--- config.mk ---
export PLATFORM = sky130hd
export DESIGN_NAME = adc_par_ctrl
export DESIGN_NICKNAME = d
export VERILOG_FILES = /design/src/source/adc_par_pkg.sv /design/src/source/adc_par_ctrl.sv /design/src/source/adc_conv_fsm.sv /design/src/source/adc_sample_capture.sv /design/src/source/adc_step_timer.sv
export SDC_FILE = /design/constraint.sdc
export NUM_CORES = 1
export LEC_CHECK = 0
export ABC_AREA = 1
export ABC_CLOCK_PERIOD_IN_PS = 2300
export BUFFER_PORTS_ARGS = -buffer_cell sky130_fd_sc_hd__buf_4
export CAP_MARGIN = 20
export CELL_PAD_IN_SITES_DETAIL_PLACEMENT = 0
export CELL_PAD_IN_SITES_GLOBAL_PLACEMENT = 1
export CORE_ASPECT_RATIO = 2
export CORE_MARGIN = 1.5
export CORE_UTILIZATION = 35
export DETAILED_ROUTE_END_ITERATION = 8
export MAX_ROUTING_LAYER = met4
export PLACE_DENSITY_LB_ADDON = 0.1
export SYNTH_ARGS = -nofsm -noshare
export SYNTH_HDL_FRONTEND = slang
export SYNTH_SLANG_ARGS = --single-unit
--- constraint.sdc ---
create_clock -name sys_clk_i -period 2.3 [get_ports sys_clk_i]
set_clock_uncertainty 0.15 [all_clocks]
set_input_delay 0.575 -clock sys_clk_i [delete_from_list [all_inputs] [get_ports sys_clk_i]]
set_output_delay 0.575 -clock sys_clk_i [all_outputs]
set_load 0.05 [all_outputs]
--- src/source/adc_par_pkg.sv ---
// AD7616 parallel controller package
package adc_par_pkg;

    // ************************************************************
    // converter timing, all values in sys_clk_i cycles
    // ************************************************************

    // width of the convert start pulse
    localparam int unsigned CNVST_CYCLES        = 4;
    // time the read strobe stays low for one channel
    localparam int unsigned RD_LOW_CYCLES       = 3;
    // gap with the read strobe high between two channel reads
    localparam int unsigned RD_HIGH_CYCLES      = 2;
    // longest wait for busy to fall before the conversion is abandoned
    localparam int unsigned BUSY_TIMEOUT_CYCLES = 200;
    // one read for channel A and one for channel B
    localparam int unsigned NUM_READS           = 2;

    // the read index has to be able to hold NUM_READS itself
    localparam int unsigned RD_IDX_W = $clog2(NUM_READS + 1);

    // ************************************************************
    // types
    // ************************************************************

    // one converter sample as it appears on the parallel data bus
    typedef logic [15:0] adc_word_t;

    // phase timer count, wide enough for the busy timeout
    typedef logic [7:0] tmr_cnt_t;

    // index of the next channel read within a conversion
    typedef logic [RD_IDX_W-1:0] rd_idx_t;

    // controller states, one per phase of the conversion
    typedef enum logic [2:0] {
        ST_IDLE,
        ST_CNVST,
        ST_BUSY_WAIT,
        ST_RD_LOW,
        ST_RD_HIGH,
        ST_ACK
    } ctrl_state_t;

endpackage
--- src/source/adc_par_ctrl.sv ---
// AD7616 parallel conversion controller
`timescale 1ns/1ps

module adc_par_ctrl (
    input  logic                   sys_clk_i,
    input  logic                   rst_n_i,
    // host handshake
    input  logic                   conv_req_i,
    output logic                   conv_ack_o,
    output logic                   busy_timeout_o,
    output adc_par_pkg::adc_word_t sample_a_o,
    output adc_par_pkg::adc_word_t sample_b_o,
    // converter parallel interface
    input  logic                   rx_busy_i,
    input  adc_par_pkg::adc_word_t rx_db_i,
    output logic                   rx_cnvst_o,
    output logic                   rx_cs_n_o,
    output logic                   rx_rd_n_o
);

    import adc_par_pkg::*;

    // FSM to timer
    logic     tmr_load;
    tmr_cnt_t tmr_load_val;
    logic     tmr_done;

    // FSM to capture
    logic cap_start;
    logic cap_strobe;
    logic cap_last;

    // sequences the handshake and every converter strobe
    adc_conv_fsm u_fsm (
        .sys_clk_i      (sys_clk_i),
        .rst_n_i        (rst_n_i),
        .conv_req_i     (conv_req_i),
        .conv_ack_o     (conv_ack_o),
        .busy_timeout_o (busy_timeout_o),
        .rx_busy_i      (rx_busy_i),
        .rx_cnvst_o     (rx_cnvst_o),
        .rx_cs_n_o      (rx_cs_n_o),
        .rx_rd_n_o      (rx_rd_n_o),
        .tmr_load_o     (tmr_load),
        .tmr_load_val_o (tmr_load_val),
        .tmr_done_i     (tmr_done),
        .cap_start_o    (cap_start),
        .cap_strobe_o   (cap_strobe),
        .cap_last_i     (cap_last)
    );

    // shared by every timed phase, only one phase runs at a time
    adc_step_timer u_timer (
        .sys_clk_i  (sys_clk_i),
        .rst_n_i    (rst_n_i),
        .load_i     (tmr_load),
        .load_val_i (tmr_load_val),
        .done_o     (tmr_done)
    );

    // holds the channel samples seen by the host
    adc_sample_capture u_capture (
        .sys_clk_i  (sys_clk_i),
        .rst_n_i    (rst_n_i),
        .start_i    (cap_start),
        .strobe_i   (cap_strobe),
        .db_i       (rx_db_i),
        .sample_a_o (sample_a_o),
        .sample_b_o (sample_b_o),
        .last_o     (cap_last)
    );

endmodule

--- src/source/adc_conv_fsm.sv ---
// AD7616 parallel conversion FSM
`timescale 1ns/1ps

module adc_conv_fsm (
    input  logic                  sys_clk_i,
    input  logic                  rst_n_i,
    // host handshake
    input  logic                  conv_req_i,
    output logic                  conv_ack_o,
    output logic                  busy_timeout_o,
    // converter control
    input  logic                  rx_busy_i,
    output logic                  rx_cnvst_o,
    output logic                  rx_cs_n_o,
    output logic                  rx_rd_n_o,
    // phase timer
    output logic                  tmr_load_o,
    output adc_par_pkg::tmr_cnt_t tmr_load_val_o,
    input  logic                  tmr_done_i,
    // sample capture
    output logic                  cap_start_o,
    output logic                  cap_strobe_o,
    input  logic                  cap_last_i
);

    import adc_par_pkg::*;

    ctrl_state_t state_q;
    ctrl_state_t state_d;
    logic        timeout_q;

    // ************************************************************
    // next state and phase timer loads
    // ************************************************************

    // the timer is loaded with the phase length minus one on the edge
    // that enters the phase, done then rises in the last cycle of the phase
    always_comb begin
        state_d        = state_q;
        tmr_load_o     = 1'b0;
        tmr_load_val_o = '0;
        cap_start_o    = 1'b0;
        cap_strobe_o   = 1'b0;

        case (state_q)
            ST_IDLE: begin
                // a new request starts the convert pulse and rewinds the capture
                if (conv_req_i) begin
                    state_d        = ST_CNVST;
                    tmr_load_o     = 1'b1;
                    tmr_load_val_o = tmr_cnt_t'(CNVST_CYCLES - 1);
                    cap_start_o    = 1'b1;
                end
            end
            ST_CNVST: begin
                if (tmr_done_i) begin
                    state_d        = ST_BUSY_WAIT;
                    tmr_load_o     = 1'b1;
                    tmr_load_val_o = tmr_cnt_t'(BUSY_TIMEOUT_CYCLES - 1);
                end
            end
            ST_BUSY_WAIT: begin
                // busy falling has priority over a timeout in the same cycle
                if (!rx_busy_i) begin
                    state_d        = ST_RD_LOW;
                    tmr_load_o     = 1'b1;
                    tmr_load_val_o = tmr_cnt_t'(RD_LOW_CYCLES - 1);
                end else if (tmr_done_i) begin
                    state_d = ST_ACK;
                end
            end
            ST_RD_LOW: begin
                // the data bus is sampled on the edge that raises rd_n
                if (tmr_done_i) begin
                    state_d        = ST_RD_HIGH;
                    tmr_load_o     = 1'b1;
                    tmr_load_val_o = tmr_cnt_t'(RD_HIGH_CYCLES - 1);
                    cap_strobe_o   = 1'b1;
                end
            end
            ST_RD_HIGH: begin
                // cap_last_i is already updated on the first cycle here
                // so the final read goes to ack without the full gap
                if (cap_last_i) begin
                    state_d = ST_ACK;
                end else if (tmr_done_i) begin
                    state_d        = ST_RD_LOW;
                    tmr_load_o     = 1'b1;
                    tmr_load_val_o = tmr_cnt_t'(RD_LOW_CYCLES - 1);
                end
            end
            ST_ACK: begin
                // a slow host simply parks the FSM here
                if (!conv_req_i) begin
                    state_d = ST_IDLE;
                end
            end
            default: begin
                state_d = ST_IDLE;
            end
        endcase
    end

    // ************************************************************
    // state and timeout flag
    // ************************************************************

    // the flag only changes when ack is about to rise so it holds
    // its value for the host until the next conversion completes
    always_ff @(posedge sys_clk_i) begin
        if (!rst_n_i) begin
            state_q   <= ST_IDLE;
            timeout_q <= 1'b0;
        end else begin
            state_q <= state_d;
            if (state_q == ST_BUSY_WAIT && state_d == ST_ACK) begin
                timeout_q <= 1'b1;
            end else if (state_q == ST_RD_HIGH && state_d == ST_ACK) begin
                timeout_q <= 1'b0;
            end
        end
    end

    // outputs decode the registered state
    assign conv_ack_o     = (state_q == ST_ACK);
    assign busy_timeout_o = timeout_q;
    assign rx_cnvst_o     = (state_q == ST_CNVST);
    assign rx_rd_n_o      = (state_q != ST_RD_LOW);

    // chip select spans both reads and the gap between them
    // and goes high together with the last rd_n rise
    assign rx_cs_n_o = !((state_q == ST_RD_LOW) ||
                         (state_q == ST_RD_HIGH && !cap_last_i));

    // ************************************************************
    // checks
    // ************************************************************

    // a new conversion must never start while a read is in progress
    cnvst_cs_excl_a: assert property (
        @(posedge sys_clk_i) disable iff (!rst_n_i)
        !(rx_cnvst_o && !rx_cs_n_o)
    );

    // four phase handshake, ack only answers a live request
    ack_req_a: assert property (
        @(posedge sys_clk_i) disable iff (!rst_n_i)
        $rose(conv_ack_o) |-> conv_req_i
    );

endmodule

--- src/source/adc_sample_capture.sv ---
// Channel sample capture
`timescale 1ns/1ps

module adc_sample_capture (
    input  logic                   sys_clk_i,
    input  logic                   rst_n_i,
    input  logic                   start_i,
    input  logic                   strobe_i,
    input  adc_par_pkg::adc_word_t db_i,
    output adc_par_pkg::adc_word_t sample_a_o,
    output adc_par_pkg::adc_word_t sample_b_o,
    output logic                   last_o
);

    import adc_par_pkg::*;

    // which channel the next strobe belongs to
    rd_idx_t   rd_idx_q;
    adc_word_t sample_a_q;
    adc_word_t sample_b_q;

    // ************************************************************
    // read index
    // ************************************************************

    // start rewinds to channel A, each strobe moves to the next channel
    // and the index saturates once all reads are done
    always_ff @(posedge sys_clk_i) begin
        if (!rst_n_i) begin
            rd_idx_q <= '0;
        end else if (start_i) begin
            rd_idx_q <= '0;
        end else if (strobe_i && !last_o) begin
            rd_idx_q <= rd_idx_q + 1'b1;
        end
    end

    assign last_o = (rd_idx_q == rd_idx_t'(NUM_READS));

    // ************************************************************
    // sample registers
    // ************************************************************

    // the converter puts channel A out on the first read and channel B on
    // the second, a channel that is not read keeps its previous sample
    always_ff @(posedge sys_clk_i) begin
        if (!rst_n_i) begin
            sample_a_q <= '0;
            sample_b_q <= '0;
        end else if (strobe_i) begin
            if (rd_idx_q == rd_idx_t'(0)) begin
                sample_a_q <= db_i;
            end else if (rd_idx_q == rd_idx_t'(1)) begin
                sample_b_q <= db_i;
            end
        end
    end

    assign sample_a_o = sample_a_q;
    assign sample_b_o = sample_b_q;

    // ************************************************************
    // checks
    // ************************************************************

    // the FSM leaves the read loop as soon as last is seen
    // so an extra strobe means its read count and ours disagree
    no_extra_strobe_a: assert property (
        @(posedge sys_clk_i) disable iff (!rst_n_i)
        strobe_i |-> !last_o
    );

endmodule

--- src/source/adc_step_timer.sv ---
// Converter phase step timer
`timescale 1ns/1ps

module adc_step_timer (
    input  logic                  sys_clk_i,
    input  logic                  rst_n_i,
    input  logic                  load_i,
    input  adc_par_pkg::tmr_cnt_t load_val_i,
    output logic                  done_o
);

    import adc_par_pkg::*;

    // remaining cycles of the current phase
    tmr_cnt_t cnt_q;

    // ************************************************************
    // down counter
    // ************************************************************

    // a load always wins over counting so a new phase restarts cleanly
    // even if the previous count had not yet run out
    always_ff @(posedge sys_clk_i) begin
        if (!rst_n_i) begin
            cnt_q <= '0;
        end else if (load_i) begin
            cnt_q <= load_val_i;
        end else if (cnt_q != '0) begin
            cnt_q <= cnt_q - 1'b1;
        end
    end

    // the FSM loads on the same edge that moves it into a new phase
    // so the count is already nonzero on the first cycle of that phase
    // and done reads low there
    // done then comes back after load_val_i cycles and stays high while idle
    assign done_o = (cnt_q == '0);

    // ************************************************************
    // checks
    // ************************************************************

    // a zero load would leave done high and let the FSM skip a phase
    // without the timer ever having counted
    load_val_nonzero_a: assert property (
        @(posedge sys_clk_i) disable iff (!rst_n_i)
        load_i |-> (load_val_i != '0)
    );

endmodule

==> metrics.log <==
[metrics] status: completed
[metrics] Critical path buffers and inverters: 4
[metrics] post-detail-place hpwl: 3.528 mm
[metrics] residual antenna-violating net count after detailed routing: 0
[metrics] peak supply drop: 0.0009300 V
[metrics] starting density of the core: 36.55%
[metrics] final count of pins violating max slew: 0
[metrics] Worst Setup Start Kind: register
[metrics] Most used DFF post-synth: dfxtp_1
[metrics] count of final setup violators: 0
[metrics] maximum fanout along the worst path: 4
[metrics] antenna cells: 0
[metrics] # port buffers: 56
[metrics] postcts setup bufs: 0
[metrics] wire per inst: 12.25 microns
[metrics] Synth top area share: 44.12%
[metrics] largest family of logic cells by synthesized area: compound AO/OA/AOI/OAI gates
[metrics] switching part of the total: 37.04%
[metrics] share of final-layout standard cells stronger than drive strength 1: 31.25%
[metrics] DIE AREA: 6463 sq um
[metrics] I/O Pins: 57
[metrics] hold violation total from the final report: 0
[metrics] biggest area consumer among synthesized cells: dfxtp_1
[metrics] max-cap violations: 0
[metrics] post-cts hold buffer count: 0
[metrics] Bufs on Longest Clock Path: 2
[metrics] wire length after detailed routing: 4.666 mm
[metrics] hold slack final: 325.0 ps
[metrics] layout net count: 343
[metrics] yosys synthesis warning count: 0
[metrics] overall die width: 57.60 microns
[metrics] share of total power in sequential cells: 34.9%
[metrics] worst slack at placement: 436.0 ps
[metrics] clock latency reported for the late side of the worst-skew pair: 280 ps
[metrics] mean post-synth cell area: 7.935 sq um
[metrics] global-route wire length before repair: 8.059 mm
[metrics] setup TNS: 0 ps
[metrics] clock network fraction of design power: 27.9%
[metrics] number of synthesized flops with an enable pin: 0
[metrics] part of the power in combinational logic: 37.3%
[metrics] sequential share of the synthesized area: 44.12%
[metrics] number of sinks handled by clock tree synthesis: 46
[metrics] Final Instance Area: 2724 sq um
[metrics] peak per-stage delay on the critical path: 330 ps
[metrics] post-route core utilization: 47.71%
[metrics] Lkg Pwr: 1.332 nW
[metrics] synthesized instance count: 263
[metrics] power density over the cells: 1027 nW/um^2
[metrics] Std-Cell Core Area: 5709 sq um
[metrics] reported net switching power: 0.001036 W
[metrics] Max-slew headroom: 81.23%
[metrics] standard cell area after detailed placement: 2557 sq um
[metrics] number of design rule violations left after detail routing: 0
[metrics] netlist area before placement: 2087 sq um
[metrics] worst-path cell with the longest stage delay: dfxtp_1
[metrics] gpl congestion: 0.8450
[metrics] transition at the pin with the smallest max-transition slack: 280.8 ps
[metrics] Clk Tree Root Cell: clkbuf_16
[metrics] TritonCTS clock tree: done
[metrics] Resized Gates After CTS: 0
[metrics] number of vias per cell: 4.808
[metrics] worst path cell trace: inv_1 -> ha_1 -> inv_1 -> nand3_1 -> nand2_1 -> inv_1 -> buf_4
[metrics] Worst EP required: 1570 ps
[metrics] distinct cell type count after synthesis: 30
[metrics] fraction of registers with async set or reset after synthesis: 0%
[metrics] Clock Pin Slew Worst Setup and Hold Paths: 60 ps
[metrics] Area contributors post-synth: dfxtp_1 44%, inv_1 7.4%, o21ai_1 6.0%
[metrics] Mapped Nets: 287
[metrics] Internal: 0.001760 W
[metrics] path type of the worst min-delay path: register to register
[metrics] number of fill cells in the layout: 577
[metrics] share of the cycle needed by the critical path after routing: 93.78%
[metrics] Initial DRT Pass Iterations: 4
[metrics] CP Capture Type: output pin
[metrics] area delta synth->final: 30.52%
[metrics] Final min period: 2157 ps
[metrics] Placement Rows: 39
[metrics] compound-cell area share of the yosys netlist: 22.54%
[metrics] adder and majority cell fraction of the synthesized area: 2.398%
[metrics] synthesized-area fraction occupied by and/or/nand/nor cells: 16.85%
[metrics] maximum number of pins on one net before global-route repair: 33
[metrics] global-route usage over all layers: 16.24%
[metrics] Overflow after GRT: 0
[metrics] initial antenna violation count: 0
[metrics] count of state elements after synthesis: 46
[metrics] count of H-tree levels built during CTS: 2
[metrics] critical path class: register to output pin
[metrics] Initial DRC Count: 50
[metrics] Worst path most repeated cell: inv_1
[metrics] final worst-path setup slack: 143.0 ps
[metrics] unrepaired setup endpoints after global routing: no
[metrics] family with the most delay on the worst path: buffers and inverters
[metrics] post-synthesis share of cell area spent on xor and xnor gates: 2.098%
[metrics] total clock buffers created by CTS: 5
[metrics] CP arrival: 1430 ps
[metrics] chip height: 112.2 microns
[metrics] number of global-route vias before repair: 1801
[metrics] fraction of synthesized area in multiplexers: 0%
[metrics] achievable frequency: 0.4636 GHz
[metrics] routed vias: 1832
power by group through the flow:
stage                     Sequential (W)  Clock, W  Combinational (W)
after global routing            0.000984  0.000841            0.00117
after global placement          0.000990         0            0.00106
final                           0.000975  0.000779            0.00104
after floorplan                  0.00101         0           0.000785
after CTS                       0.000974  0.000809            0.00105
after detailed placement        0.000993         0            0.00105
layout by cell type (no fill, tap or decap), types with 5 or more instances in the layout:
cell,Yosys,final
buf_4,2,58
dfxtp_1,46,46
inv_1,41,41
o21ai_1,25,25
nor2_1,24,24
a21oi_1,24,24
nand2_1,22,22
nand3_1,15,15
a21oi_2,14,14
o21ai_0,6,6
clkbuf_16,0,5
layout make-up:
class / count / area (sq um) / share of cell area, %
multi-input cells: 161 / 915.9 / 33.62
inverters: 45 / 168.9 / 6.201
repair buffers: 60 / 475.5 / 17.46
flip-flops and latches: 46 / 920.9 / 33.81
well taps: 61 / 76.32 / 2.802
clock buffers: 8 / 166.4 / 6.109
through the flow:
step           power (W)  instances
3_3_place_gp    0.002048        373
6_report        0.002796        381
2_1_floorplan   0.001793        263
3_5_place_dp    0.002042        373
4_1_cts         0.002834        381
5_1_grt         0.002992        381
final timing paths:
kind | slack (ps) | cells past startpoint | endpoint | start
worst min-delay path | 320 | 2 | u_fsm.busy_timeout_o$_SDFFE_PN0P_ | u_fsm.busy_timeout_o$_SDFFE_PN0P_
worst min register to register | 320 | 2 | u_fsm.busy_timeout_o$_SDFFE_PN0P_ | u_fsm.busy_timeout_o$_SDFFE_PN0P_
worst max register to register | 460 | 9 | u_capture.sample_a_o[9]$_SDFFE_PN0P_ | u_timer.cnt_q[0]$_SDFFE_PN0P_
worst max-delay path | 140 | 7 | rx_cs_n_o | u_capture.rd_idx_q[0]$_SDFFE_PP0P_
state kept, by name, summed over array words and instances (netlist names):
| name | cells |
|---|---|
| u_capture.sample_a_o | 16 |
| u_capture.sample_b_o | 16 |
| u_timer.cnt_q | 8 |
| u_fsm.state_q | 3 |
| u_capture.rd_idx_q | 2 |
| u_fsm.busy_timeout_o | 1 |
routing by layer:
layer | GRT usage, % | up-vias | part of all wire (%)
met4 | 9.767 | 0 | 2.9
li1 | - | 955 | -
met3 | 3.226 | 10 | 4.0
met2 | 27.05 | 47 | 53
met1 | 17.10 | 820 | 41
met5 | - | - | 0
worst register-to-register path: stages (launching register included):
cell	delay, ps
dfxtp_1	330
inv_1	80
ha_1	160
nand3_1	120
nor2_4	170
nand2_4	110
nor2_4	260
buf_12	200
o21ai_1	80
a21oi_1	120
kinds of logic after synthesis:
family                   Yosys count
AO/OA/AOI/OAI                     78
XOR/XNOR                           5
adder cells (fa/ha/maj)            4
buffers and inverters             56
flip-flops                        46
AND/OR/NAND/NOR                   74
cells in the mapped netlist, types with 3 or more instances:
cell / n
nand2_1: 22
o21ai_0: 6
o21ai_2: 4
a21oi_2: 14
dfxtp_1: 46
buf_6: 4
nor2_1: 24
inv_1: 41
ha_1: 4
clkbuf_1: 3
nor2_4: 4
a21oi_1: 24
nand3_1: 15
inv_2: 4
o21ai_1: 25
xor2_1: 3
(Power assumes the default switching activity.)
